===== src/logic/cam_settings.svh =====
// camera subsystem settings
// frame geometry, scan blanking, detection limit and reset thresholds
`ifndef CAM_SETTINGS_SVH
`define CAM_SETTINGS_SVH

// reduced frame, active area
`define CAM_H_ACTIVE 32
`define CAM_V_ACTIVE 24

// full scan lengths incl. blanking
`define CAM_H_TOTAL 40
`define CAM_V_TOTAL 28

// sync pulses, placed inside blanking
`define CAM_HSYNC_START 34
`define CAM_HSYNC_LEN 4
`define CAM_VSYNC_START 25
`define CAM_VSYNC_LEN 2

// frame buffer address width
`define CAM_ADDR_W 10

// fewest orange pixels that count as a target
`define DETECT_MIN_PIXELS 8

// orange window after reset
`define THRESH_RESET_R_MIN 8'hc0
`define THRESH_RESET_G_MIN 8'h40
`define THRESH_RESET_G_MAX 8'hb0
`define THRESH_RESET_B_MAX 8'h50

`endif


===== src/logic/cam_pkg.sv =====
// camera subsystem types
// pixel formats, thresholds, scan control, buffer writes and status
`include "cam_settings.svh"

package cam_pkg;

  // camera native pixel, one nibble per colour
  typedef struct packed {
    logic [3:0] r;
    logic [3:0] g;
    logic [3:0] b;
  } pix444_t;

  // display pixel
  typedef struct packed {
    logic [7:0] r;
    logic [7:0] g;
    logic [7:0] b;
  } pix888_t;

  // register layout, r_min in the top byte
  typedef struct packed {
    logic [7:0] r_min;
    logic [7:0] g_min;
    logic [7:0] g_max;
    logic [7:0] b_max;
  } orange_thresh_t;

  // scan control, travels alongside the pixel
  typedef struct packed {
    logic       hsync;
    logic       vsync;
    logic       de;
    logic [4:0] x;
    logic [4:0] y;
    logic       frame_end;
  } scan_ctrl_t;

  // idle scan, syncs inactive high
  localparam scan_ctrl_t SCAN_IDLE = '{hsync: 1'b1, vsync: 1'b1, default: '0};

  typedef enum logic [1:0] {
    dir_none,
    dir_left,
    dir_center,
    dir_right
  } direction_t;

  typedef struct packed {
    logic       detected;
    direction_t direction;
    logic [7:0] frame_count;
  } target_status_t;

  // one frame buffer write
  typedef struct packed {
    logic                   we;
    logic [`CAM_ADDR_W-1:0] addr;
    pix444_t                data;
  } cam_write_t;

endpackage


===== src/logic/target_finder.sv =====
// orange target finder
// widens RGB444 to RGB888, tests the orange window, optionally
// paints hits in the marker colour, keeps scan control aligned
`timescale 1ns/1ps

module target_finder (
  input  logic                    clk_25_vga,
  input  logic                    rst_n,
  input  cam_pkg::pix444_t        pix_in,
  input  cam_pkg::scan_ctrl_t     scan_in,
  input  cam_pkg::orange_thresh_t thresh,
  input  logic                    highlight_en,
  output cam_pkg::pix888_t        pix_out,
  output cam_pkg::scan_ctrl_t     scan_out,
  output logic                    is_orange
);
  import cam_pkg::*;

  // full red plus full blue
  localparam pix888_t MARKER = '{r: 8'hff, g: 8'h00, b: 8'hff};

  // scan delayed to match the buffer read latency
  scan_ctrl_t scan_d1;
  pix888_t    wide;
  logic       orange_c;

  // nibble replicated into both halves
  assign wide = '{r: {pix_in.r, pix_in.r},
                  g: {pix_in.g, pix_in.g},
                  b: {pix_in.b, pix_in.b}};

  // orange window, g bounds inclusive
  assign orange_c = scan_d1.de &&
                    (wide.r >= thresh.r_min) &&
                    (wide.g >= thresh.g_min) &&
                    (wide.g <= thresh.g_max) &&
                    (wide.b <= thresh.b_max);

  always_ff @(posedge clk_25_vga or negedge rst_n) begin
    if (!rst_n) begin
      scan_d1   <= SCAN_IDLE;
      scan_out  <= SCAN_IDLE;
      is_orange <= 1'b0;
      pix_out   <= '0;
    end else begin
      scan_d1   <= scan_in;
      scan_out  <= scan_d1;
      is_orange <= orange_c;
      // blank outside the active area
      if (!scan_d1.de)
        pix_out <= '0;
      else if (highlight_en && orange_c)
        pix_out <= MARKER;
      else
        pix_out <= wide;
    end
  end

endmodule


===== config.mk =====
export PLATFORM = sky130hd
export DESIGN_NAME = target_finder
export DESIGN_NICKNAME = d
export VERILOG_FILES = /design/src/logic/cam_pkg.sv /design/src/logic/target_finder.sv
export VERILOG_INCLUDE_DIRS = /design/src /design/src/logic
export SDC_FILE = /design/constraint.sdc
export NUM_CORES = 1
export LEC_CHECK = 0
export ABC_CLOCK_PERIOD_IN_PS = 3000
export BUFFER_PORTS_ARGS = -buffer_cell sky130_fd_sc_hd__buf_4
export CORE_MARGIN = 2
export CORE_UTILIZATION = 52
export CTS_BUF_LIST = sky130_fd_sc_hd__clkbuf_2
export DETAILED_ROUTE_END_ITERATION = 8
export HOLD_SLACK_MARGIN = 0.02
export PLACE_DENSITY = 0.95
export SLEW_MARGIN = 20
export SYNTH_ARGS = -nofsm -noshare
export SYNTH_HDL_FRONTEND = slang
export SYNTH_SLANG_ARGS = --single-unit

===== constraint.sdc =====
create_clock -name clk_25_vga -period 3 [get_ports clk_25_vga]
set_input_delay 0.6 -clock clk_25_vga [delete_from_list [all_inputs] [get_ports clk_25_vga]]
set_output_delay 0.6 -clock clk_25_vga [all_outputs]
set_load 0.01 [all_outputs]

==> metrics <==
outcome=finished clean; total gr overflow=0; hold_ws=0.153 ns; Mapped Cells=188; Critical-path top delay cell=o22ai_2; Post-Synthesis Cell Area=2110 um^2; Nets=371; setup violators final=0; CP Cell Sequence=buf_4 -> ha_1 -> a21oi_1 -> nand2_1 -> a221o_1 -> o22ai_2 -> o31ai_1; power density over the cells=404 nW/um^2; Tightest Pin Transition=0.525 ns; Reg clk slew, reported paths=0.18 ns; crit path time final=1.95 ns; die extent in x=67.8 um; Clock Tree Root=clkbuf_2; initial antenna violation count=0; Synth cell types=29; Resized cells post-CTS=0; Yosys reg bits=41; Max Cap Violations=0; # diodes=0; IO Pins=100; via count of the first global-routing pass=1613; path type of the worst setup path=in -> reg; die footprint=4590 um^2; DP Cell Count=321; first-pass GRT wire length=6930 um; share of layout cells above drive strength 1=41.2%; drt first pass iters=4; Clk Latency, worst-skew pair=0.37 ns; Slew headroom=65.0%; row count=23; Tightest Hold Check Type=in -> async; GP Congestion=0.812; Antenna Nets Post-Route=0; Max Fanout on Critical Path=13; Die Ht=67.8 um; DR vias/cell=5.03; Core ar.=3940 um^2; crit-path max cell delay=0.45 ns; hold_buf cts=0; commonest non-fill, non-tap cells in the layout=buf_4, dfrtp_1, inv_1; Setup WS post-layout=1.05 ns; synthesis-to-finish area growth=35.4%; LEAKAGE=1.57 nW; quantity of I/O buffers inserted on ports=99; # Post-CTS Setup Buffers=0; Initial DRC Count=63; CP startpoint kind=input port; Req. time, crit path=3.24 ns; Warnings, synthesis=0; commonest non-fill, non-tap cell in the layout=buf_4; CTS Buf Count=5; CP endpoint kind=register; Syn Nets=281; Max clock buf depth=2; VDD IR max=0.169 mV; final clock skew=0.0179 ns; Vias=1656; final WL=4470 um; CP arrival=2.19 ns; Avg Cell Area, Syn=11.2 um^2; clock sinks=41; Final Cycle Share=65.1%; RSZ-0062 raised after global routing=no; Seq/Total Area, Yosys=48.8%; Setup TNS=0 ns; Non-Filler Instances=329; fin. max-slew vios=0; final hold viol count=0; H-Tree Depth=2; GR Util All Layers=20.8%; Initial Util=53.6%; Max Freq=512 MHz; DRC Markers=0; TritonCTS clock tree=built; wire length per cell=13.6 um; largest net degree at the start of global routing=42; Power, Total=0.00116 W; detailed-placement wirelength estimate=3850 um; Place WS=0.662 ns
[cell usage after synthesis (all sizes together)]
cell type / n / share of area (%)
a211oi: 1 / 0.36
a21oi: 10 / 2.4
a221o: 1 / 0.47
a31oi: 2 / 0.59
and3: 2 / 0.59
and4: 1 / 0.53
buf: 14 / 5.3
clkbuf: 2 / 0.36
dfrtp: 37 / 44
dfstp: 4 / 5.0
ha: 32 / 19
inv: 34 / 6.0
nand2: 10 / 1.8
nand2b: 3 / 0.89
nand3: 3 / 0.71
nand4: 4 / 1.2
nand4bb: 1 / 1.3
nor2: 1 / 0.18
nor2b: 3 / 0.89
nor3b: 1 / 0.59
o211ai: 3 / 1.3
o21ai: 6 / 1.4
o22ai: 1 / 0.59
o311a: 4 / 1.9
o31ai: 6 / 2.1
o32ai: 2 / 0.83
[cell type report]
class	count	area, um^2
tap	50	62.6
inverter	34	128
clock inverter	2	33.8
fill	294	1080
timing repair buffer	99	743
clock buffer	6	30.0
sequential	41	1030
multi-input combinational	97	836
[final timing paths]
check / from / slack (ns) / depth (start not counted) / to
worst max-delay path: pix_in[10] / 1.05 / 7 / pix_out[3]
worst min-delay path: rst_n / 0.15 / 1 / scan_d1[5]
worst max register to register: scan_d1[11] / 1.34 / 4 / pix_out[14]
worst min register to register: scan_d1[6] / 0.36 / 0 / scan_out[6]
max in group asynchronous: rst_n / 2.48 / 1 / scan_out[13]
min in group clk_25_vga: scan_in[13] / 0.30 / 1 / scan_d1[13]
[metal layers]
metal	vias up	GRT usage, %	share of wire [%]
met5	-	0	0
met4	0	9.25	2.0
met3	10	5.00	9.2
met2	85	38.4	51
met1	753	22.3	38
li1	808	-	-
[logic make-up (layout without fill, tap and decap cells)]
kind of cell	after synthesis	count (layout)	synth area share [%]
adders and majority gates	32	32	18.9
buffers and inverters	50	141	11.7
and+or+nand+nor	29	29	8.64
DFF	41	41	48.8
AOI/OAI and AO/OA	36	36	12.0
[per-stage QoR]
| stage | area (um^2) | utilization [%] |
|---|---|---|
| 6_report | 2860 | 72.6 |
| 5_1_grt | 2860 | 72.6 |
| 4_1_cts | 2860 | 72.6 |
| 3_5_place_dp | 2800 | 71.0 |
| 3_3_place_gp | 2800 | 71.0 |
| 2_1_floorplan | 2110 | - |
[state kept, by name, indices dropped and copies added (netlist names)]
register   cells
scan_d1       14
scan_out      14
pix_out       12
is_orange      1
[critical path: cells and delay by family]
family,cells,cell delay [ns]
buffers and inverters,1,0.12
adders and majority gates,1,0.33
AOI/OAI and AO/OA,4,1.05
and+or+nand+nor,1,0.09
[power breakdown]
part,leakage (nW),internal [W],switching (W),total [W]
clock network,0.0406,0.000142,0.000154,0.000297
registers,0.490,0.000584,0.0000147,0.000599
logic,1.04,0.000138,0.000122,0.000260
total,1.57,0.000865,0.000291,0.00116
Note: power is estimated with default switching activity, not from simulation.
