--- config.mk ---
export PLATFORM = sky130hd
export DESIGN_NAME = vga_timing
export DESIGN_NICKNAME = d
export VERILOG_FILES = /design/src/logic/cam_pkg.sv /design/src/logic/vga_timing.sv
export VERILOG_INCLUDE_DIRS = /design/src /design/src/logic
export SDC_FILE = /design/constraint.sdc
export NUM_CORES = 1
export LEC_CHECK = 0
export BUFFER_PORTS_ARGS = -buffer_cell sky130_fd_sc_hd__buf_2
export CAP_MARGIN = 30
export CORE_ASPECT_RATIO = 0.7
export CORE_MARGIN = 2
export CORE_UTILIZATION = 37
export DETAILED_ROUTE_END_ITERATION = 10
export PLACE_DENSITY_LB_ADDON = 0.1
export SETUP_SLACK_MARGIN = 0.2
export SYNTH_ARGS = -nofsm -noshare
export SYNTH_HDL_FRONTEND = slang
export SYNTH_SLANG_ARGS = --single-unit
--- constraint.sdc ---
create_clock -name clk_25_vga -period 4.91 [get_ports clk_25_vga]
set_input_delay 0.982 -clock clk_25_vga [delete_from_list [all_inputs] [get_ports clk_25_vga]]
set_output_delay 0.982 -clock clk_25_vga [all_outputs]
set_load 0.005 [all_outputs]
--- src/logic/cam_settings.svh ---
// camera subsystem settings
// frame geometry, scan blanking, detection limit and reset thresholds
`ifndef CAM_SETTINGS_SVH
`define CAM_SETTINGS_SVH

// reduced frame, active area
`define CAM_H_ACTIVE 32
`define CAM_V_ACTIVE 24

// full scan lengths incl. blanking
`define CAM_H_TOTAL 40
`define CAM_V_TOTAL 28

// sync pulses, placed inside blanking
`define CAM_HSYNC_START 34
`define CAM_HSYNC_LEN 4
`define CAM_VSYNC_START 25
`define CAM_VSYNC_LEN 2

// frame buffer address width
`define CAM_ADDR_W 10

// fewest orange pixels that count as a target
`define DETECT_MIN_PIXELS 8

// orange window after reset
`define THRESH_RESET_R_MIN 8'hc0
`define THRESH_RESET_G_MIN 8'h40
`define THRESH_RESET_G_MAX 8'hb0
`define THRESH_RESET_B_MAX 8'h50

`endif

--- src/logic/cam_pkg.sv ---
// camera subsystem types
// pixel formats, thresholds, scan control, buffer writes and status
`include "cam_settings.svh"

package cam_pkg;

  // camera native pixel, one nibble per colour
  typedef struct packed {
    logic [3:0] r;
    logic [3:0] g;
    logic [3:0] b;
  } pix444_t;

  // display pixel
  typedef struct packed {
    logic [7:0] r;
    logic [7:0] g;
    logic [7:0] b;
  } pix888_t;

  // register layout, r_min in the top byte
  typedef struct packed {
    logic [7:0] r_min;
    logic [7:0] g_min;
    logic [7:0] g_max;
    logic [7:0] b_max;
  } orange_thresh_t;

  // scan control, travels alongside the pixel
  typedef struct packed {
    logic       hsync;
    logic       vsync;
    logic       de;
    logic [4:0] x;
    logic [4:0] y;
    logic       frame_end;
  } scan_ctrl_t;

  // idle scan, syncs inactive high
  localparam scan_ctrl_t SCAN_IDLE = '{hsync: 1'b1, vsync: 1'b1, default: '0};

  typedef enum logic [1:0] {
    dir_none,
    dir_left,
    dir_center,
    dir_right
  } direction_t;

  typedef struct packed {
    logic       detected;
    direction_t direction;
    logic [7:0] frame_count;
  } target_status_t;

  // one frame buffer write
  typedef struct packed {
    logic                   we;
    logic [`CAM_ADDR_W-1:0] addr;
    pix444_t                data;
  } cam_write_t;

endpackage

--- src/logic/vga_timing.sv ---
// display scan generator
// counters, active-low syncs, de, pixel coordinates, frame_end
// and the matching frame buffer read address, all registered
`timescale 1ns/1ps
`include "cam_settings.svh"

module vga_timing (
  input  logic                   clk_25_vga,
  input  logic                   rst_n,
  output cam_pkg::scan_ctrl_t    scan,
  output logic [`CAM_ADDR_W-1:0] rd_addr
);
  import cam_pkg::*;

  localparam int HW = $clog2(`CAM_H_TOTAL);
  localparam int VW = $clog2(`CAM_V_TOTAL);

  logic [HW-1:0]          h_cnt;
  logic [VW-1:0]          v_cnt;
  logic                   h_last;
  logic                   v_last;
  logic                   active;
  // pixel index of the current position
  logic [`CAM_ADDR_W-1:0] addr_cnt;

  assign h_last = (h_cnt == `CAM_H_TOTAL - 1);
  assign v_last = (v_cnt == `CAM_V_TOTAL - 1);
  assign active = (h_cnt < `CAM_H_ACTIVE) && (v_cnt < `CAM_V_ACTIVE);

  always_ff @(posedge clk_25_vga or negedge rst_n) begin
    if (!rst_n) begin
      h_cnt    <= '0;
      v_cnt    <= '0;
      addr_cnt <= '0;
      rd_addr  <= '0;
      scan     <= SCAN_IDLE;
    end else begin
      // raster counters
      if (h_last) begin
        h_cnt <= '0;
        v_cnt <= v_last ? '0 : v_cnt + 1'b1;
      end else begin
        h_cnt <= h_cnt + 1'b1;
      end
      // running read address, restarts with the frame
      if (h_last && v_last)
        addr_cnt <= '0;
      else if (active)
        addr_cnt <= addr_cnt + 1'b1;
      rd_addr <= addr_cnt;
      // syncs are low during their pulse
      scan.hsync <= !((h_cnt >= `CAM_HSYNC_START) &&
                      (h_cnt < `CAM_HSYNC_START + `CAM_HSYNC_LEN));
      scan.vsync <= !((v_cnt >= `CAM_VSYNC_START) &&
                      (v_cnt < `CAM_VSYNC_START + `CAM_VSYNC_LEN));
      scan.de    <= active;
      scan.x     <= h_cnt[4:0];
      scan.y     <= v_cnt[4:0];
      // last active pixel of the frame
      scan.frame_end <= (h_cnt == `CAM_H_ACTIVE - 1) && (v_cnt == `CAM_V_ACTIVE - 1);
    end
  end

endmodule

==> out/results.txt <==
Clock sinks: 45
Post-synth cell types: 35
Fin Clk Skew: 7.503 ps
Vias per cell: 4.881
Met2 wire length: 1102 µm
Unrepaired setup endpoints after global routing: false
VDD IR max: 0.0001395 V
Slew at the pin closest to its max-slew limit: 711.7 ps
# diodes: 0
Syn Nets: 139
CTS Buffer Depth: 2
Row cnt: 20
DRC violations left: 0
Top_reg_cell synth: dfrtp_1
Power per cell area: 305.0 mW/mm²
H-tree levels: 2
Ranking of synthesized cells by area: dfrtp_1 (62%), xor2_1 (4.1%), dfstp_2 (3.1%)
DR pass1 iterations: 4
CTS resizes: 0
Max cap viols: 0
Via count: 1064
Syn. warnings: 0
Total negative slack: 0 ps
Crit end category: flip-flop
Cells after Synth: 133
Root buffer cell: clkbuf_8
Met1 wire length: 1512 µm
Die area: 0.005227 mm²
Slew Limit Fails: 0
CTS Hold Bufs: 0
Synth Register Bits: 45
ANT nets after route: 0
Grt total ovfl: 0
GPL Wtd Cong: 0.7771
Slowest stage delay, CP: 620 ps
Core Region: 0.004404 mm²
Share of the synthesized area in the top cell type: 62.45%
Avg Inst Size Synth: 12.95 µm²
CP Cell Sequence: a21oi_1 -> nand4_1 -> or3_1 -> a21oi_1
Met3 wire length: 220 µm
Initial core utilization: 39.12%
Fraction of registers with async set/reset: 100.0%
Pin count of the biggest net entering global routing: 46
# Post-CTS Setup Buffers: 0
Synth area leader: dfrtp_1
Final hold vios: 0
Hold Path Class: flip-flop to flip-flop
CTS tree: done
TritonCTS Buffers: 5
Critical Path RT: 5130 ps
Netlist Area Pre-Place: 0.001723 mm²
Fin crit share: 41.28%
CP dominant cell by count: a21oi_1
Critical path's slowest cell: a21oi_1
Die width: 85.56 µm
Crit-path max FO: 11
Leak: 0.9554 nW
Clock transition at the registers of the reported paths: 80 ps
Port Buffer Count: 25
Highest routed layer: met4
Post-DP HPWL: 1923 µm
Final #Nets: 168
Post-synth EDFFs: 0
Setup-failing EPs final: 0
Area after DPL: 0.001888 mm²
Relative slew slack: 52.56%
Final Instance Area: 0.001998 mm²
Die height: 61.09 µm
Total GRT Usage: 12.96%
DRT Wirelength: 2917 µm
Ports: 26
Initial antenna violation count: 0
Startpoint types: flip-flop
Syn-to-layout area delta: 15.98%
Status: finished clean
FMAX: 493.3 MHz
Setup CP Type: flip-flop to flip-flop
Initial drt markers: 63
Share of cells above drive strength 1: 26.38%
Wire per inst: 13.38 µm
Clock latency at the later pin of the worst-skew pair: 300 ps
Crit path time final: 2027 ps
First-pass GRT wire length: 4885 µm
Number of global-route vias before repair: 957
CP arrival: 2250 ps
Post-synthesis sequential area ratio: 65.50%
cell usage in the layout, fill, tap and decap left out, types with 2 or more instances in the layout:
master    instances
a21oi_1           6
and3_1            2
and4_1            2
buf_2            25
clkbuf_1          2
clkbuf_8          6
dfrtp_1          43
dfstp_2           2
ha_1              4
mux2_2            3
nand2_1          10
nand2b_1          2
nand3_1           8
nand4_1           4
nor2_1            8
nor3_1            3
o21ai_0           5
o22ai_1           2
or3_1             2
xor2_1            8
cells in the mapped netlist, types with 3 or more instances:
library cell	instances
ha_1	4
nand2_1	10
nand4_1	4
a21oi_1	6
xor2_1	8
mux2_2	3
o21ai_0	5
nand3_1	8
nor2_1	8
dfrtp_1	43
nor3_1	3
kinds of logic after synthesis:
family | count (synthesis) | synth area share [%]
and+or+nand+nor | 50 | 17.21
DFF | 45 | 65.50
AOI/OAI and AO/OA | 16 | 5.374
xor gates and xnor gates | 9 | 4.575
buffers and inverters | 5 | 1.888
muxes | 4 | 2.542
adders and majority gates | 4 | 2.905
where the power goes:
group / switching (mW) / internal [mW]
Sequential: 0 / 0.370
Combinational: 0.00706 / 0.00195
Clock: 0.115 / 0.115
final timing paths:
| kind | startpoint | to | slack (ps) | cells past startpoint |
|---|---|---|---|---|
| hold reg to reg | addr_cnt[9] | rd_addr[9] | 410 | 0 |
| hold / removal | addr_cnt[9] | rd_addr[9] | 410 | 0 |
| min in group asynchronous | rst_n | scan[7] | 480 | 1 |
| setup reg to reg | v_cnt[3] | addr_cnt[7] | 2880 | 4 |
| max in group asynchronous | rst_n | scan[12] | 3970 | 2 |
| setup / recovery | v_cnt[3] | addr_cnt[7] | 2880 | 4 |
through the flow:
step | util (%) | hold WS, ps | setup slack [ps] | std cells | total power [mW]
floorplan | - | 348.7 | 3266 | 133 | 0.3778
global placement | 42.87 | 400.5 | 3017 | 209 | 0.3851
detailed placement | 42.87 | 388.2 | 2893 | 209 | 0.3854
CTS | 44.91 | 418.2 | 2854 | 217 | 0.6182
global route | 45.37 | 429.3 | 2621 | 218 | 0.6376
finish | 45.37 | 410.5 | 2883 | 218 | 0.6094
critical path: cells and delay by family, from the launching register on:
family	cells	cell delay [ps]
AO/OA/AOI/OAI	2	760
AND/OR/NAND/NOR	2	700
flip-flops	1	480
routing by layer:
metal	GRT usage (%)	up-vias
met2	15.51	26
met4	8.163	0
met1	19.19	507
met3	4.960	8
li1	-	523
met5	0	-
registers in the layout (all words and copies together) (netlist names):
| signal | count |
|---|---|
| rd_addr | 10 |
| addr_cnt | 10 |
| v_cnt | 5 |
| h_cnt | 6 |
| scan | 14 |
layout make-up:
type                    instances  area, µm²
fillers                       423       2406
flip-flops and latches         45       1129
multi-input cells              83      561.8
repair buffers                 26      145.1
clock buffers                   8      90.09
well taps                      55      68.82
inverters                       1      3.754
Note: power is estimated with default switching activity, not from simulation.
