### config.mk
export PLATFORM = sky130hd
export DESIGN_NAME = ov7670_capture
export DESIGN_NICKNAME = d
export VERILOG_FILES = /design/src/logic/cam_pkg.sv /design/src/logic/ov7670_capture.sv
export VERILOG_INCLUDE_DIRS = /design/src /design/src/logic
export SDC_FILE = /design/constraint.sdc
export NUM_CORES = 1
export LEC_CHECK = 0
export ABC_AREA = 0
export BUFFER_PORTS_ARGS = -buffer_cell sky130_fd_sc_hd__buf_4
export CORE_MARGIN = 3
export CORE_UTILIZATION = 46
export DETAILED_ROUTE_END_ITERATION = 16
export PLACE_DENSITY = 0.75
export REMOVE_ABC_BUFFERS = 1
export SETUP_SLACK_MARGIN = 0.3
export SYNTH_ARGS = -nofsm -noshare
export SYNTH_HDL_FRONTEND = slang
export SYNTH_SLANG_ARGS = --single-unit
### constraint.sdc
create_clock -name clk_25_vga -period 1.4 [get_ports clk_25_vga]
set_input_delay 0.42 -clock clk_25_vga [delete_from_list [all_inputs] [get_ports clk_25_vga]]
set_output_delay 0.42 -clock clk_25_vga [all_outputs]
set_load 0.02 [all_outputs]
### src/logic/cam_settings.svh
// camera subsystem settings
// frame geometry, scan blanking, detection limit and reset thresholds
`ifndef CAM_SETTINGS_SVH
`define CAM_SETTINGS_SVH

// reduced frame, active area
`define CAM_H_ACTIVE 32
`define CAM_V_ACTIVE 24

// full scan lengths incl. blanking
`define CAM_H_TOTAL 40
`define CAM_V_TOTAL 28

// sync pulses, placed inside blanking
`define CAM_HSYNC_START 34
`define CAM_HSYNC_LEN 4
`define CAM_VSYNC_START 25
`define CAM_VSYNC_LEN 2

// frame buffer address width
`define CAM_ADDR_W 10

// fewest orange pixels that count as a target
`define DETECT_MIN_PIXELS 8

// orange window after reset
`define THRESH_RESET_R_MIN 8'hc0
`define THRESH_RESET_G_MIN 8'h40
`define THRESH_RESET_G_MAX 8'hb0
`define THRESH_RESET_B_MAX 8'h50

`endif

### src/logic/cam_pkg.sv
// camera subsystem types
// pixel formats, thresholds, scan control, buffer writes and status
`include "cam_settings.svh"

package cam_pkg;

  // camera native pixel, one nibble per colour
  typedef struct packed {
    logic [3:0] r;
    logic [3:0] g;
    logic [3:0] b;
  } pix444_t;

  // display pixel
  typedef struct packed {
    logic [7:0] r;
    logic [7:0] g;
    logic [7:0] b;
  } pix888_t;

  // register layout, r_min in the top byte
  typedef struct packed {
    logic [7:0] r_min;
    logic [7:0] g_min;
    logic [7:0] g_max;
    logic [7:0] b_max;
  } orange_thresh_t;

  // scan control, travels alongside the pixel
  typedef struct packed {
    logic       hsync;
    logic       vsync;
    logic       de;
    logic [4:0] x;
    logic [4:0] y;
    logic       frame_end;
  } scan_ctrl_t;

  // idle scan, syncs inactive high
  localparam scan_ctrl_t SCAN_IDLE = '{hsync: 1'b1, vsync: 1'b1, default: '0};

  typedef enum logic [1:0] {
    dir_none,
    dir_left,
    dir_center,
    dir_right
  } direction_t;

  typedef struct packed {
    logic       detected;
    direction_t direction;
    logic [7:0] frame_count;
  } target_status_t;

  // one frame buffer write
  typedef struct packed {
    logic                   we;
    logic [`CAM_ADDR_W-1:0] addr;
    pix444_t                data;
  } cam_write_t;

endpackage

### src/logic/ov7670_capture.sv
// camera capture
// packs href-qualified byte pairs into 12-bit RGB444 words
// and issues frame buffer writes with a running address
`timescale 1ns/1ps
`include "cam_settings.svh"

module ov7670_capture (
  input  logic                clk_25_vga,
  input  logic                rst_n,
  input  logic                vsync,
  input  logic                href,
  input  logic [7:0]          d,
  output cam_pkg::cam_write_t wr
);
  import cam_pkg::*;

  // high while waiting for the second byte
  logic                   phase;
  logic [`CAM_ADDR_W-1:0] addr_cnt;
  logic                   we_q;
  // payload side
  logic [3:0]             red_q;
  logic [`CAM_ADDR_W-1:0] addr_q;
  pix444_t                data_q;

  // control: byte phase, write strobe, address counter
  always_ff @(posedge clk_25_vga or negedge rst_n) begin
    if (!rst_n) begin
      phase    <= 1'b0;
      addr_cnt <= '0;
      we_q     <= 1'b0;
    end else if (vsync) begin
      // frame restart
      phase    <= 1'b0;
      addr_cnt <= '0;
      we_q     <= 1'b0;
    end else begin
      we_q <= href && phase;
      if (href) begin
        phase <= !phase;
        if (phase)
          addr_cnt <= addr_cnt + 1'b1;
      end
    end
  end

  // byte latching and word assembly
  always_ff @(posedge clk_25_vga) begin
    if (href && !phase)
      red_q <= d[3:0];
    if (href && phase) begin
      // second byte carries green in the high nibble
      data_q <= '{r: red_q, g: d[7:4], b: d[3:0]};
      addr_q <= addr_cnt;
    end
  end

  assign wr = '{we: we_q, addr: addr_q, data: data_q};

  // camera must not deliver more pixels than the frame holds
  a_wr_in_frame: assert property (@(posedge clk_25_vga) disable iff (!rst_n)
    wr.we |-> (wr.addr < `CAM_H_ACTIVE * `CAM_V_ACTIVE));

endmodule

==> results.toml <==
[yosys]
syn_inst = 87
ys_ff_latch = 38
yosys.area.top_type_share_pct = 56.1
synth_top_cell_by_area = "edfxtp_1"
synthTopCellsByArea = "edfxtp_1 (56%), dfrtp_1 (22%), a21oi_1 (2.5%)"
syn_area_per_cell_um2 = 16.0
syn-cell-area_mm2 = 0.00139
synth_cell_types = 24
yosysWarnings = 0
ys_seq_area_share_pct = 77.7

[grt]
grt_start_max_net_pins = 14
grt_pass1_vias = 890
grtUsageTotal_pct = 16.7
grt_pass1_wl_um = 4240
antenna_found_initial = 0
grt_overflow_total = 0

[route]
drtIter0Drc = 26
antenna_left = 0
met3_length_um = 182
drt-wirelength-per-cell_um = 15.7
vias = 928
routed_via_density = 5.18
drc_errors = 0
drt-total-wl_um = 2800
wl_met1_um = 1100
dr.pass1.iters = 4
maxUsedRoutingLayer = "met4"
route.met2.wl_um = 1460

[setup_path]
worstSetupEndpointType = "register"
r2r_cells = 5
reg2reg_to = "addr_cnt[8]$_DFFE_PN0P_"
critPathSlowestCell = "dfrtp_1"
timing_worst_setup_path_type = "reg2reg"
crit_path_max_incr_delay_ns = 0.39
r2r-start = "phase$_DFFE_PN0P_"
crit_path_start_kind = "register"
rrSetupSlack_ns = -0.05
cp_common_cell = "buf_4"
critical_path_arrival_ns = 1.68
cp_num_buf_inv = 2
crit_family = "compound AO/OA/AOI/OAI gates"
cp_max_fo = 5
cp_cell_sequence = "buf_4 > nand4_4 > buf_4 > o31ai_1 > a21oi_2"
cp.required_ns = 1.62

[floorplan]
chipWidth_um = 61.0
num_rows = 19
core-area_mm2 = 0.00283
die_area_mm2 = 0.00372
die_y_um = 61.0
io_pins = 35
start_util_pct = 49.2

[timing]
slew-limit-headroom_pct = 73.1
period_minus_slack_ns = 1.45
rsz0062_at_grt = "true"
worstMarginPinSlew_ns = 0.401
fin_ws_ns = -0.0545
hold_viol_final = 0
fmax_mhz = 688
finalSetupViolCount = 1
finalMaxSlewViolations = 0
fin_crit_sh_pct = 104
fin_skew_ns = 0.00557

[worst_hold_path]
hold_depth = 1
worstHoldEndpoint = "wr[4]$_DFFE_PN_"
min_from = "d[4]"
hold_class = "in2reg"

[cts]
cts.sinks = 38
htreeDepth = 2
path_clk_slew_ns = 0.11
clockBufferDepth = 2
clock_latency_ns = 0.34
cts-root-buf = "clkbuf_4"
cts_tree = "yes"
numCtsBuffers = 5

[power_and_ir_drop]
power_density_mw_per_mm2 = 1140
total_power_mw = 2.52
ir_drop_uv = 868
p_leak_nw = 0.906

[status]
status = "complete, but fails checks"
failed_checks = "negative setup slack"

[placed_design]
gp_congestion = 0.833
dp_hpwl_um = 1670
placement.io_buffers = 34

[layout]
diodes = 0
drive_above_1_share_pct = 52.7
fin_nets = 160
finish.utilization_pct = 77.9
fillers = 158
areaGrowthSynthToFinish_pct = 58.4

[flow_run]
cap_violations = 0
-- what timing repair did --
action	4_1_cts	5_1_grt
setup buffers	9	1
setup endpoints to repair	57	59
gates cloned	2	1
hold buffers	1	0
pin swaps	10	3
endpoints found under the hold margin	12	0
gates resized for setup	32	14
-- worst max-delay path by stage --
stage                 startpoint                      end  cells past startpoint
4_1_cts         wr[11]$_DFFE_PN_                   wr[11]                      1
6_report       phase$_DFFE_PN0P_  addr_cnt[8]$_DFFE_PN0P_                      5
5_1_grt        phase$_DFFE_PN0P_  addr_cnt[8]$_DFFE_PN0P_                      5
2_1_floorplan  phase$_DFFE_PN0P_      addr_q[0]$_DFFE_PN_                      2
3_5_place_dp                href  addr_cnt[9]$_DFFE_PN0P_                      4
3_3_place_gp                href  addr_cnt[9]$_DFFE_PN0P_                      4
-- sequential cells by signal, indices dropped and copies added (netlist names) --
name,count
phase,1
we_q,1
addr_q,10
red_q,4
addr_cnt,10
wr,12
-- cell type report --
class | count | area (µm²) | area share, %
Clock inverter | 2 | 60.1 | 2.73
Tap cell | 31 | 38.8 | 1.76
Sequential cell | 38 | 1080 | 49.1
Inverter | 2 | 12.5 | 0.568
Multi-Input combinational cell | 43 | 324 | 14.7
Clock buffer | 6 | 51.3 | 2.33
Timing Repair Buffer | 57 | 634 | 28.8
-- cell usage in the layout, fill, tap and decap left out, types with 4 or more instances in the layout --
cell      instances
buf_6            29
edfxtp_1         26
nor2_1            5
dfrtp_1          11
a21oi_1           5
clkbuf_4          5
o21ai_0           4
buf_4            21
or3_1             4
-- cells in the mapped netlist --
| master | number |
|---|---|
| inv_1 | 2 |
| and2b_2 | 1 |
| xnor2_1 | 1 |
| nor2b_1 | 1 |
| or4_1 | 2 |
| nand2_1 | 4 |
| nand3_1 | 4 |
| nor2_1 | 5 |
| buf_6 | 1 |
| nand3_2 | 1 |
| nor4_1 | 1 |
| a21oi_1 | 7 |
| xor2_1 | 2 |
| o21ai_0 | 4 |
| mux2_1 | 1 |
| nand4_4 | 1 |
| ha_1 | 1 |
| or3_1 | 4 |
| nand4_1 | 1 |
| edfxtp_1 | 26 |
| buf_4 | 2 |
| o31ai_1 | 2 |
| clkbuf_1 | 1 |
| dfrtp_1 | 12 |
-- power by group --
part	internal (mW)	total (mW)	switching, mW
Combinational	0.166	0.293	0.127
Clock	0.605	0.958	0.353
Sequential	1.25	1.27	0.0193
-- layer usage --
metal / global-route usage, % / up-vias
met3: 5.74 / 8
li1: - / 446
met2: 27.3 / 34
met4: 7.43 / 0
met5: 0 / -
met1: 20.0 / 440
-- metrics by stage --
step           hold slack, ns  setup WS, ns  setup TNS (ns)  area (µm²)  instances
2_1_floorplan           0.124       -0.0639           -1.41        1360         83
3_3_place_gp            0.265       -0.0129         -0.0129        1740        157
3_5_place_dp            0.268       -0.0458         -0.0458        1740        157
4_1_cts                 0.238        0.0645               0        2110        177
5_1_grt                 0.215       -0.0751          -0.111        2200        179
6_report                0.253       -0.0545         -0.0545        2200        179
-- logic make-up after synthesis --
group	Yosys count	synth area share (%)
adders and majority gates	1	0.899
muxes	1	0.809
xor gates and xnor gates	3	1.89
buffers and inverters	6	2.70
and+or+nand+nor	25	11.0
DFF	38	77.7
AOI/OAI and AO/OA	13	5.04
(Power assumes the default switching activity.)
