--- config.mk ---
export PLATFORM = sky130hd
export DESIGN_NAME = cam_regs
export DESIGN_NICKNAME = d
export VERILOG_FILES = /design/src/logic/cam_pkg.sv /design/src/logic/cam_regs.sv
export VERILOG_INCLUDE_DIRS = /design/src /design/src/logic
export SDC_FILE = /design/constraint.sdc
export NUM_CORES = 1
export LEC_CHECK = 0
export ABC_AREA = 0
export BUFFER_PORTS_ARGS = -buffer_cell sky130_fd_sc_hd__buf_2
export CORE_ASPECT_RATIO = 0.6
export CORE_MARGIN = 5
export CORE_UTILIZATION = 43
export DETAILED_ROUTE_END_ITERATION = 8
export GPL_ROUTABILITY_DRIVEN = 0
export GPL_TIMING_DRIVEN = 0
export PLACE_DENSITY = 0.83
export SETUP_SLACK_MARGIN = 0.2
export SKIP_LAST_GASP = 1
export SYNTH_ARGS = -nofsm -noshare
export SYNTH_HDL_FRONTEND = slang
export SYNTH_SLANG_ARGS = --single-unit
--- constraint.sdc ---
create_clock -name clk_25_vga -period 1.3 [get_ports clk_25_vga]
set_input_delay 0.195 -clock clk_25_vga [delete_from_list [all_inputs] [get_ports clk_25_vga]]
set_output_delay 0.195 -clock clk_25_vga [all_outputs]
set_load 0.005 [all_outputs]
--- src/logic/cam_settings.svh ---
// camera subsystem settings
// frame geometry, scan blanking, detection limit and reset thresholds
`ifndef CAM_SETTINGS_SVH
`define CAM_SETTINGS_SVH

// reduced frame, active area
`define CAM_H_ACTIVE 32
`define CAM_V_ACTIVE 24

// full scan lengths incl. blanking
`define CAM_H_TOTAL 40
`define CAM_V_TOTAL 28

// sync pulses, placed inside blanking
`define CAM_HSYNC_START 34
`define CAM_HSYNC_LEN 4
`define CAM_VSYNC_START 25
`define CAM_VSYNC_LEN 2

// frame buffer address width
`define CAM_ADDR_W 10

// fewest orange pixels that count as a target
`define DETECT_MIN_PIXELS 8

// orange window after reset
`define THRESH_RESET_R_MIN 8'hc0
`define THRESH_RESET_G_MIN 8'h40
`define THRESH_RESET_G_MAX 8'hb0
`define THRESH_RESET_B_MAX 8'h50

`endif

--- src/logic/cam_pkg.sv ---
// camera subsystem types
// pixel formats, thresholds, scan control, buffer writes and status
`include "cam_settings.svh"

package cam_pkg;

  // camera native pixel, one nibble per colour
  typedef struct packed {
    logic [3:0] r;
    logic [3:0] g;
    logic [3:0] b;
  } pix444_t;

  // display pixel
  typedef struct packed {
    logic [7:0] r;
    logic [7:0] g;
    logic [7:0] b;
  } pix888_t;

  // register layout, r_min in the top byte
  typedef struct packed {
    logic [7:0] r_min;
    logic [7:0] g_min;
    logic [7:0] g_max;
    logic [7:0] b_max;
  } orange_thresh_t;

  // scan control, travels alongside the pixel
  typedef struct packed {
    logic       hsync;
    logic       vsync;
    logic       de;
    logic [4:0] x;
    logic [4:0] y;
    logic       frame_end;
  } scan_ctrl_t;

  // idle scan, syncs inactive high
  localparam scan_ctrl_t SCAN_IDLE = '{hsync: 1'b1, vsync: 1'b1, default: '0};

  typedef enum logic [1:0] {
    dir_none,
    dir_left,
    dir_center,
    dir_right
  } direction_t;

  typedef struct packed {
    logic       detected;
    direction_t direction;
    logic [7:0] frame_count;
  } target_status_t;

  // one frame buffer write
  typedef struct packed {
    logic                   we;
    logic [`CAM_ADDR_W-1:0] addr;
    pix444_t                data;
  } cam_write_t;

endpackage

--- src/logic/cam_regs.sv ---
// host register file, Wishbone classic slave
// word 0 control, word 1 orange thresholds, word 2 status (ro)
`timescale 1ns/1ps
`include "cam_settings.svh"

module cam_regs (
  input  logic                    clk_25_vga,
  input  logic                    rst_n,
  input  logic                    wb_cyc,
  input  logic                    wb_stb,
  input  logic                    wb_we,
  input  logic [1:0]              wb_adr,
  input  logic [31:0]             wb_dat_w,
  output logic [31:0]             wb_dat_r,
  output logic                    wb_ack,
  input  cam_pkg::target_status_t status,
  output cam_pkg::orange_thresh_t thresh,
  output logic                    highlight_en
);
  import cam_pkg::*;

  // new request, not the tail of one already acked
  logic access;

  assign access = wb_cyc && wb_stb && !wb_ack;

  always_ff @(posedge clk_25_vga or negedge rst_n) begin
    if (!rst_n) begin
      wb_ack       <= 1'b0;
      wb_dat_r     <= '0;
      highlight_en <= 1'b0;
      thresh       <= '{r_min: `THRESH_RESET_R_MIN, g_min: `THRESH_RESET_G_MIN,
                        g_max: `THRESH_RESET_G_MAX, b_max: `THRESH_RESET_B_MAX};
    end else begin
      // single-cycle ack, no wait states
      wb_ack <= access;
      if (access && wb_we) begin
        case (wb_adr)
          2'd0: highlight_en <= wb_dat_w[0];
          2'd1: thresh <= orange_thresh_t'(wb_dat_w);
          default: ;
        endcase
      end
      // read data, undefined words read zero
      if (access) begin
        case (wb_adr)
          2'd0: wb_dat_r <= {31'd0, highlight_en};
          2'd1: wb_dat_r <= thresh;
          2'd2: wb_dat_r <= 32'(status);
          default: wb_dat_r <= '0;
        endcase
      end
    end
  end

  // ack only inside a bus cycle
  a_ack_in_cycle: assert property (@(posedge clk_25_vga) disable iff (!rst_n)
    wb_ack |-> wb_cyc);

endmodule

==> metrics.md <==
| Metric | Value |
|---|---|
| Unique masters post-synth | `20` |
| VDD IR max | `around 0.00085 V` |
| Max clock buf depth | `2` |
| Reg2reg end | `thresh[1]` |
| Area growth syn-to-layout | `52.2%` |
| Pins Over Slew Limit | `0` |
| DR pass1 iterations | `4` |
| Mapped Nets | `roughly 270` |
| Critical path startpoint category | `flip-flop` |
| Setup ws final | `-0.0814 ns` |
| Crit Path Category | `reg2reg` |
| Worst slew margin | `about three fifths` |
| WL/cell | `around 16 um` |
| Clock latency on the worst-skew pair | `0.33 ns` |
| Clock Sinks | `66` |
| Placed cell area | `0.00343 mm^2` |
| Site Rows | `22` |
| Final setup fails | `32` |
| # H-tree levels | `3` |
| Placed insts | `around 420` |
| Starting Density | `between 40% and 50%` |
| Sequential share of the synthesized area | `about three fifths` |
| Final hold violations | `0` |
| CTS tree | `done` |
| Die Area | `a little over 0.008 mm^2` |
| Port Buf Inserts | `115` |
| Pleak | `~2.3 nW` |
| FF+latch count, synth | `66` |
| Post-DP HPWL | `just over 5000 um` |
| Syn_area_per_cell | `roughly 13 um^2` |
| DR iter-0 viols | `around 110` |
| ANT nets after route | `0` |
| Grt total ovfl | `0` |
| Hold Startpoint | `wb_dat_w[6]` |
| Synth Warn # | `0` |
| Most common library cells after synthesis | `dfrtp_1 (58), nand2_1 (42), mux2_4 (30)` |
| Number of flops mapped to enable cells by yosys | `0` |
| Largest net degree at the start of global routing | `between 60 and 70` |
| Total power | `slightly above 0.006 W` |
| Pre-CTS WS | `-0.227 ns` |
| Share of cells above drive strength 1 | `between 60% and 70%` |
| Power per Cell Area | `1470 mW/mm^2` |
| Global Route Usage Sum | `18.8%` |
| Top_reg_cell synth | `dfrtp_1` |
| Final std cells w/o fill | `about 470` |
| Ranking of synthesized cells by area | `dfrtp_1 (53%), mux2_4 (16%), dfstp_2 (7.7%), nand2_1 (5.8%), nand3_1 (3.8%)` |
| Core area | `just over 0.006 mm^2` |
| Worst Hold Path EP | `thresh[6]` |
| Setup tns final | `-1.87 ns` |
| CTS buffer count | `9` |
| Via count | `between 2000 and 2500` |
| Cells after Synth | `about 220` |
| I/O pin cnt | `roughly 120` |
| Required @ worst endpoint | `between 1.5 and 2 ns` |
| Fmax | `roughly 0.72 GHz` |
| Crit. End Element | `flip-flop` |
| Final instance area | `roughly 0.0042 mm^2` |
| CTS clock-pin slew for the worst setup and hold paths | `around 0.070 ns` |
| Root Driver | `clkbuf_8` |
| First-pass GRT wire length | `between 10000 and 15000 um` |
| Remaining DRCs | `0` |
| Worst Skew | `between 0.01 and 0.015 ns` |
| Hold depth | `2` |
| Reg2reg path depth | `5` |
| R2r setup slk | `-0.08 ns` |
| Top-count cell post-synth | `dfrtp_1` |
| Vias in the first global route | `2335` |
| Detailed Route WL | `7700 um` |
| Chip Width | `113 um` |
| Worst Hold Class | `in2reg` |
| Fraction of registers with async set/reset | `between 90% and 100%` |
| Final min period | `roughly 1.4 ns` |
| Max FO, Critical Path | `10` |
| Initial antenna violation count | `0` |
| RSZ-0062 raised after global routing | `true` |
| Post-synth top area cell | `dfrtp_1` |
| Status | `finished with violations` |
| Nets | `roughly 430` |
| DIE HEIGHT | `~72 um` |
| Arr. time, crit path | `between 1.5 and 2 ns` |
| Mapped Area | `0.00274 mm^2` |
| ANT cells | `0` |
| Via-to-Cell Ratio | `roughly 4.9` |
| Max-capacitance violation count | `0` |
| Failing checks | `setup timing` |
| Fill cells | `approximately 490` |
| Slew @ Worst Pin | `a little under 0.6 ns` |
| Reg2Reg Launch Point | `wb_ack` |
| Share of the synthesized area in the top cell type | `approximately 53%` |
| Period utilisation layout | `106%` |
how the worst max path moves through the flow:
stage | from | to | depth (start not counted)
global route | wb_ack | thresh[0] | 5
CTS | wb_ack | thresh[1] | 5
floorplan | wb_ack | thresh[0] | 5
detailed placement | rst_n | thresh[18] | 1
global placement | wb_ack | thresh[0] | 5
finish | wb_ack | thresh[1] | 5
report_power, final:
group,total (W),internal [W],switching (W)
registers,0.00274,0.00248,0.000267
logic,0.00166,0.00102,0.000634
clock network,0.00171,0.000983,0.000726
total,0.00611,0.00448,0.00163
critical path: stages, from the launching register on:
cell and delay [ns]:
dfrtp_1 0.37, nand3b_4 0.20, clkinv_4 0.09, nand3_4 0.12, buf_12 0.19, mux2_4 0.30
placed cells by master, fill, tap and decap left out, drive strengths merged:
master         n
clkbuf        20
dfrtp         58
clkinv         1
bufinv         1
nor4b          1
a221oi        10
dfstp          8
or2            1
dlygate4sd3    1
mux2i          1
nor2          21
clkinvlp       1
a21oi          2
buf          159
nand3         22
nor2b          2
nand3b         1
nand2         42
mux2          33
flip-flops by register name (all words and copies together) (netlist names):
| signal | cells |
|---|---|
| wb_ack | 1 |
| thresh | 32 |
| highlight_en | 1 |
| wb_dat_r | 32 |
per-layer routing:
layer | GRT usage, % | vias up | routed length [um]
li1 | - | 1063 | -
met4 | 4.40 | 0 | 34
met2 | 29.3 | 84 | 3440
met3 | 7.09 | 4 | 621
met5 | 0 | - | 0
met1 | 25.1 | 1142 | 3600
stage by stage:
| step | hold WS [ns] | util [%] |
|---|---|---|
| final | 0.0926 | 68.0 |
| after global routing | 0.0756 | 68.0 |
| after CTS | 0.0734 | 63.3 |
| after detailed placement | 0.429 | 55.9 |
| after global placement | 0.424 | 55.9 |
| after floorplan | -0.101 | - |
logic make-up (layout without fill, tap and decap cells):
logic type	after synthesis	count (layout)	share of synthesized area [%]
simple gates	90	90	14.8
flops	66	66	60.6
mux	34	34	18.0
buf+inv	15	183	2.97
compound gates	12	12	3.56
final cells by class:
| class | instances | area [um^2] | area share (%) |
|---|---|---|---|
| well taps | 84 | 105 | 2.52 |
| clock inverters | 2 | 37.5 | 0.900 |
| clock buffers | 13 | 159 | 3.81 |
| multi-input cells | 136 | 1110 | 26.7 |
| repair buffers | 153 | 921 | 22.1 |
| flip-flops and latches | 66 | 1660 | 39.9 |
| inverters | 1 | 8.76 | 0.210 |
| plain buffers | 14 | 164 | 3.93 |
timing repair:
| action | 4_1_cts | 5_1_grt |
|---|---|---|
| endpoints found under the hold margin | 58 | 0 |
| setup endpoints to repair | 129 | 153 |
| cloned | 1 | 1 |
| gates resized for setup | 30 | 28 |
| pin swaps | 3 | 2 |
| hold buffers | 1 | 0 |
| buffers inserted | 15 | 20 |
Note: power is estimated with default switching activity, not from simulation.
