File: src/logic/cam_settings.svh
// camera subsystem settings
// frame geometry, scan blanking, detection limit and reset thresholds
`ifndef CAM_SETTINGS_SVH
`define CAM_SETTINGS_SVH

// reduced frame, active area
`define CAM_H_ACTIVE 32
`define CAM_V_ACTIVE 24

// full scan lengths incl. blanking
`define CAM_H_TOTAL 40
`define CAM_V_TOTAL 28

// sync pulses, placed inside blanking
`define CAM_HSYNC_START 34
`define CAM_HSYNC_LEN 4
`define CAM_VSYNC_START 25
`define CAM_VSYNC_LEN 2

// frame buffer address width
`define CAM_ADDR_W 10

// fewest orange pixels that count as a target
`define DETECT_MIN_PIXELS 8

// orange window after reset
`define THRESH_RESET_R_MIN 8'hc0
`define THRESH_RESET_G_MIN 8'h40
`define THRESH_RESET_G_MAX 8'hb0
`define THRESH_RESET_B_MAX 8'h50

`endif

File: src/logic/cam_pkg.sv
// camera subsystem types
// pixel formats, thresholds, scan control, buffer writes and status
`include "cam_settings.svh"

package cam_pkg;

  // camera native pixel, one nibble per colour
  typedef struct packed {
    logic [3:0] r;
    logic [3:0] g;
    logic [3:0] b;
  } pix444_t;

  // display pixel
  typedef struct packed {
    logic [7:0] r;
    logic [7:0] g;
    logic [7:0] b;
  } pix888_t;

  // register layout, r_min in the top byte
  typedef struct packed {
    logic [7:0] r_min;
    logic [7:0] g_min;
    logic [7:0] g_max;
    logic [7:0] b_max;
  } orange_thresh_t;

  // scan control, travels alongside the pixel
  typedef struct packed {
    logic       hsync;
    logic       vsync;
    logic       de;
    logic [4:0] x;
    logic [4:0] y;
    logic       frame_end;
  } scan_ctrl_t;

  // idle scan, syncs inactive high
  localparam scan_ctrl_t SCAN_IDLE = '{hsync: 1'b1, vsync: 1'b1, default: '0};

  typedef enum logic [1:0] {
    dir_none,
    dir_left,
    dir_center,
    dir_right
  } direction_t;

  typedef struct packed {
    logic       detected;
    direction_t direction;
    logic [7:0] frame_count;
  } target_status_t;

  // one frame buffer write
  typedef struct packed {
    logic                   we;
    logic [`CAM_ADDR_W-1:0] addr;
    pix444_t                data;
  } cam_write_t;

endpackage

File: src/logic/classification.sv
// target classifier
// counts orange pixels per column third over a frame and
// reports detection and direction once per frame
`timescale 1ns/1ps
`include "cam_settings.svh"

module classification (
  input  logic                    clk_25_vga,
  input  logic                    rst_n,
  input  cam_pkg::scan_ctrl_t     scan,
  input  logic                    is_orange,
  output cam_pkg::target_status_t status
);
  import cam_pkg::*;

  localparam int THIRD = `CAM_H_ACTIVE / 3;
  localparam int CNT_W = `CAM_ADDR_W;

  logic [CNT_W-1:0] cnt_l, cnt_c, cnt_r;
  logic             hit;
  logic             in_l, in_r;
  // counts including the current pixel
  logic [CNT_W-1:0] sum_l, sum_c, sum_r;
  logic [CNT_W+1:0] total;
  logic             detected_c;
  direction_t       dir_c;

  assign hit  = scan.de && is_orange;
  assign in_l = scan.x < THIRD;
  assign in_r = scan.x >= 2 * THIRD;

  assign sum_l = cnt_l + CNT_W'(hit && in_l);
  assign sum_c = cnt_c + CNT_W'(hit && !in_l && !in_r);
  assign sum_r = cnt_r + CNT_W'(hit && in_r);
  assign total = (CNT_W+2)'(sum_l) + (CNT_W+2)'(sum_c) + (CNT_W+2)'(sum_r);
  assign detected_c = total >= `DETECT_MIN_PIXELS;

  // largest third wins, ties to centre first, then left
  always_comb begin
    if (!detected_c)
      dir_c = dir_none;
    else if (sum_c >= sum_l && sum_c >= sum_r)
      dir_c = dir_center;
    else if (sum_l >= sum_r)
      dir_c = dir_left;
    else
      dir_c = dir_right;
  end

  always_ff @(posedge clk_25_vga or negedge rst_n) begin
    if (!rst_n) begin
      cnt_l  <= '0;
      cnt_c  <= '0;
      cnt_r  <= '0;
      status <= '0;
    end else if (scan.frame_end) begin
      // frame closes, publish and restart
      status.detected    <= detected_c;
      status.direction   <= dir_c;
      status.frame_count <= status.frame_count + 8'd1;
      cnt_l <= '0;
      cnt_c <= '0;
      cnt_r <= '0;
    end else begin
      cnt_l <= sum_l;
      cnt_c <= sum_c;
      cnt_r <= sum_r;
    end
  end

  // each published decision is consistent
  a_dir_matches_detect: assert property (@(posedge clk_25_vga) disable iff (!rst_n)
    scan.frame_end |=> (status.detected != (status.direction == dir_none)));

endmodule

File: config.mk
export PLATFORM = sky130hd
export DESIGN_NAME = classification
export DESIGN_NICKNAME = d
export VERILOG_FILES = /design/src/logic/cam_pkg.sv /design/src/logic/classification.sv
export VERILOG_INCLUDE_DIRS = /design/src /design/src/logic
export SDC_FILE = /design/constraint.sdc
export NUM_CORES = 1
export LEC_CHECK = 0
export ABC_CLOCK_PERIOD_IN_PS = 4150
export BUFFER_PORTS_ARGS = -buffer_cell sky130_fd_sc_hd__buf_2
export CORE_UTILIZATION = 30
export DETAILED_ROUTE_END_ITERATION = 16
export SLEW_MARGIN = 20
export SYNTH_ARGS = -nofsm -noshare
export SYNTH_HDL_FRONTEND = slang
export SYNTH_SLANG_ARGS = --single-unit
File: constraint.sdc
create_clock -name clk_25_vga -period 4.15 [get_ports clk_25_vga]
set_input_delay 0.83 -clock clk_25_vga [delete_from_list [all_inputs] [get_ports clk_25_vga]]
set_output_delay 0.83 -clock clk_25_vga [all_outputs]
set_load 0.1 [all_outputs]
==> results.md <==
- Element type at the critical path end: flip-flop
- Avg Vias per Cell: between 4 and 5
- Sequential element share of the synthesized area: 0.306
- Total nets after synthesis: between 400 and 500
- Final Hold Slack: between 0.4 and 0.5 ns
- Final layout net count: just over 500
- Wire length on met1: about 3.6 mm
- Die Ht: 108 um
- Total power after layout: ~1.3 mW
- Top-level port count: 28
- Ratio of final minimum period to clock period: 0.989
- Worst min-delay path endpoint: status[7]$_DFFE_PN0P_
- Slew at the pin with the worst max-slew slack: about 0.55 ns
- Prevailing post-synth register cell: sky130_fd_sc_hd__dfrtp_1
- Worst Hold Path Cells: 1
- Post-route DRC violation count: 0
- Reg-to-reg critical path endpoint: status[9]$_DFFE_PN0P_
- Worst EP required: roughly 4.3 ns
- Max-Slew Margin vs Limit: 0.634
- Residual antenna-violating net count after detailed routing: 0
- Final WL: between 8 and 9 mm
- Peak Freq: between 200 and 250 MHz
- Run status: finished clean
- Leakage: 2.38 nW
- Final cell utilization of the core: 0.430
- Post-synthesis cell area: 3350 um2
- Placement-stage cell area: 4150 um2
- Detailed Place HPWL: roughly 6.4 mm
- Pre-Repair DR Iteration Count: 4
- RSZ-0062 raised after global routing: true
- Die Area: between 10,000 and 15,000 um2
- Reg clk slew, reported paths: about 0.090 ns
- Wirelength per Cell: ~14 um
- Warnings from Yosys: 0
- Initial Util: 0.309
- Class of the most critical setup path: in2reg
- Number of failing hold endpoints at the final stage: 0
- Routed length on met2: 4.22 mm
- Setup-violating endpoint count in the final report: 0
- Total vias in the final route: between 2k and 3k
- Clock tree buffer depth: 2
- Clock buffers created by TritonCTS: 5
- Gr ovfl total: 0
- Clock tree root driver cell: sky130_fd_sc_hd__clkbuf_8
- Fraction of final layout cells sized beyond drive strength 1: 0.370
- HP Start: status[7]$_DFFE_PN0P_
- Number of cells on the worst reg-to-reg path: 13
- Synthesized area divided by synthesized cell count: between 9 and 10 um2
- Start of the worst register-to-register path: cnt_l[3]$_DFF_PN0_
- Count of flip-flops with a built-in enable after synthesis: 0
- Worst reg2reg setup slack: roughly 0.55 ns
- Final GP Congestion: 0.867
- Slowest stage cell, crit path: sky130_fd_sc_hd__or4_4
- Cells after synthesis: between 300 and 400
- 1st-iter DRT viols: just under 90
- Number of H-tree levels: 2
- Peak ir drop on the vdd network: ~0.48 mV
- Wire length of the first global-routing pass: between 10 and 15 mm
- Uppermost layer routed: met4
- Cell variety after synth: approximately 50
- Detail Route met3 WL: between 150 and 200 um
- Clock Skew: about 0.0083 ns
- Clock period minus worst slack: a little over 4 ns
- Largest net degree at the start of global routing: 42
- Crit path max fanout: 4
- Flip-flop and latch count after synthesis: 41
- Area grow syn2layout: 39.0%
- WP data arrival: ~4.3 ns
- Critical Path Max Stage Delay: approximately 0.56 ns
- Number of buffers added on ports: 19
- Setup TNS: 0 ns
- Initial antenna violation count: 0
- Design Area, Final: 4660 um2
- Number of antenna cells inserted: 0
- Worst Hold Class: reg2reg
- # hold bufs at CTS: 0
- Area of the core region: approximately 11,000 um2
- Die width: around 110 um
- # clock sinks: 41
- Sequence of cells on the critical path: buf_6 > nor2_4 > buf_4 > nor3b_4 > ha_4 > and4_4 > nand2_4 > xor2_2 > inv_2 > fa_1 > ha_1 > a21o_1 > a21oi_2 > a21oi_1 > or4_4 > a2111oi_4 > a211oi_1
- Worst-skew pair later-pin latency: ~0.31 ns
- Cell Rows: 38
- Clock tree from TritonCTS: yes
- Count of max-cap constraint violations: 0
- Post-synth ARST share: 1.00
- Kind of start point of the critical path: input port
- Setup crit start: scan[8]
- Count of pins over their slew limit: 0
- Pwr Density: between 200 and 300 nW/um2
- Overall track demand over capacity in global routing: 0.160
- Number of global-route vias before repair: 2,944
[metrics by stage]
stage                     instances  setup slack, ns
after floorplan                 338           0.0147
after global placement          552           -0.381
after detailed placement        552           -0.400
after CTS                       571          0.00383
after global routing            573           -0.122
final                           573           0.0456
[critical path: cells and delay by family]
kind	cells	cell delay, ns
and+or+nand+nor	5	1.18
xor gates and xnor gates	1	0.16
buffers and inverters	3	0.27
adders and majority gates	3	0.99
AOI/OAI and AO/OA	5	0.85
[cells in the final DEF (no fill, tap or decap), types with 4 or more instances in the layout]
cell and instances:
sky130_fd_sc_hd__fa_1 8, sky130_fd_sc_hd__nor2b_1 12, sky130_fd_sc_hd__xnor2_1 13, sky130_fd_sc_hd__xnor2_2 6
sky130_fd_sc_hd__inv_1 20, sky130_fd_sc_hd__a21o_1 4, sky130_fd_sc_hd__a21oi_2 4, sky130_fd_sc_hd__nor2_1 32
sky130_fd_sc_hd__nand4_1 16, sky130_fd_sc_hd__o21ai_0 6, sky130_fd_sc_hd__xor2_2 7, sky130_fd_sc_hd__buf_4 73
sky130_fd_sc_hd__xor2_1 8, sky130_fd_sc_hd__ha_4 7, sky130_fd_sc_hd__a211oi_1 4, sky130_fd_sc_hd__buf_2 14
sky130_fd_sc_hd__nand3_1 9, sky130_fd_sc_hd__dfrtp_1 41, sky130_fd_sc_hd__inv_2 4, sky130_fd_sc_hd__buf_6 6
sky130_fd_sc_hd__clkbuf_8 5, sky130_fd_sc_hd__a21oi_1 13, sky130_fd_sc_hd__ha_1 46, sky130_fd_sc_hd__nand2_1 9
[logic make-up after synthesis]
logic type	after synthesis	synth area share
compound gates	52	0.109
simple gates	111	0.173
flops	41	0.306
fa+ha+maj	67	0.275
mux	2	0.00635
buf+inv	30	0.0385
xor+xnor	35	0.0915
[power breakdown]
part / total (mW) / switching [mW] / leakage [nW] / internal (mW)
registers: 0.474 / 0.0376 / 0.557 / 0.436
logic: 0.410 / 0.328 / 1.76 / 0.0815
clock network: 0.398 / 0.156 / 0.0687 / 0.242
total: 1.28 / 0.522 / 2.38 / 0.760
[flip-flops by register name, summed over array words and instances, names as in the netlist]
| register | count |
|---|---|
| cnt_c | 10 |
| status | 11 |
| cnt_l | 10 |
| cnt_r | 10 |
[synthesized netlist by cell type, types with 2 or more instances]
| library cell | count | area, um2 |
|---|---|---|
| sky130_fd_sc_hd__ha_1 | 56 | 701 |
| sky130_fd_sc_hd__dfrtp_1 | 41 | 1030 |
| sky130_fd_sc_hd__nor2_1 | 37 | 139 |
| sky130_fd_sc_hd__inv_1 | 24 | 90.1 |
| sky130_fd_sc_hd__xnor2_1 | 20 | 175 |
| sky130_fd_sc_hd__a21oi_1 | 17 | 85.1 |
| sky130_fd_sc_hd__nand4_1 | 16 | 100 |
| sky130_fd_sc_hd__xor2_1 | 15 | 131 |
| sky130_fd_sc_hd__nand2_1 | 12 | 45.0 |
| sky130_fd_sc_hd__nand3_1 | 12 | 60.1 |
| sky130_fd_sc_hd__nor2b_1 | 12 | 75.1 |
| sky130_fd_sc_hd__fa_1 | 11 | 220 |
| sky130_fd_sc_hd__o21ai_0 | 8 | 40.0 |
| sky130_fd_sc_hd__a211oi_1 | 4 | 30.0 |
| sky130_fd_sc_hd__a21o_1 | 4 | 30.0 |
| sky130_fd_sc_hd__and3_1 | 3 | 18.8 |
| sky130_fd_sc_hd__and4_1 | 3 | 26.3 |
| sky130_fd_sc_hd__clkbuf_1 | 3 | 11.3 |
| sky130_fd_sc_hd__nand2b_1 | 3 | 18.8 |
| sky130_fd_sc_hd__nor3b_1 | 3 | 22.5 |
| sky130_fd_sc_hd__and2_1 | 2 | 12.5 |
| sky130_fd_sc_hd__buf_6 | 2 | 22.5 |
| sky130_fd_sc_hd__nand3b_1 | 2 | 15.0 |
| sky130_fd_sc_hd__o2111ai_1 | 2 | 17.5 |
| sky130_fd_sc_hd__o21a_1 | 2 | 15.0 |
[metal layers]
layer | vias up | GRT usage
met3 | 12 | 0.0266
met4 | 0 | 0.0636
met5 | - | 0
li1 | 1366 | -
met1 | 1350 | 0.195
met2 | 20 | 0.280
[how the worst max path moves through the flow]
stage	end	slack [ns]	cells past startpoint
floorplan	status[9]$_DFFE_PN0P_	0.01	16
global placement	status[9]$_DFFE_PN0P_	-0.38	16
detailed placement	status[9]$_DFFE_PN0P_	-0.40	17
CTS	status[10]$_DFFE_PN0P_	0.004	17
global route	status[9]$_DFFE_PN0P_	-0.12	17
finish	status[9]$_DFFE_PN0P_	0.05	17
[what timing repair did]
action                     in CTS  in global routing
gates resized for setup        41                 15
pin swaps                      23                 24
setup endpoints to repair       3                  3
setup buffers                  11                  3
[cell type report]
type | count | area, um2
clock buffers | 5 | 68.8
clock inverters | 3 | 68.8
fillers | 1027 | 6180
inverters | 24 | 90.1
multi-input cells | 267 | 2540
flip-flops and latches | 41 | 1030
well taps | 140 | 175
repair buffers | 93 | 686
No activity file was read; power rests on OpenSTA's default activity.
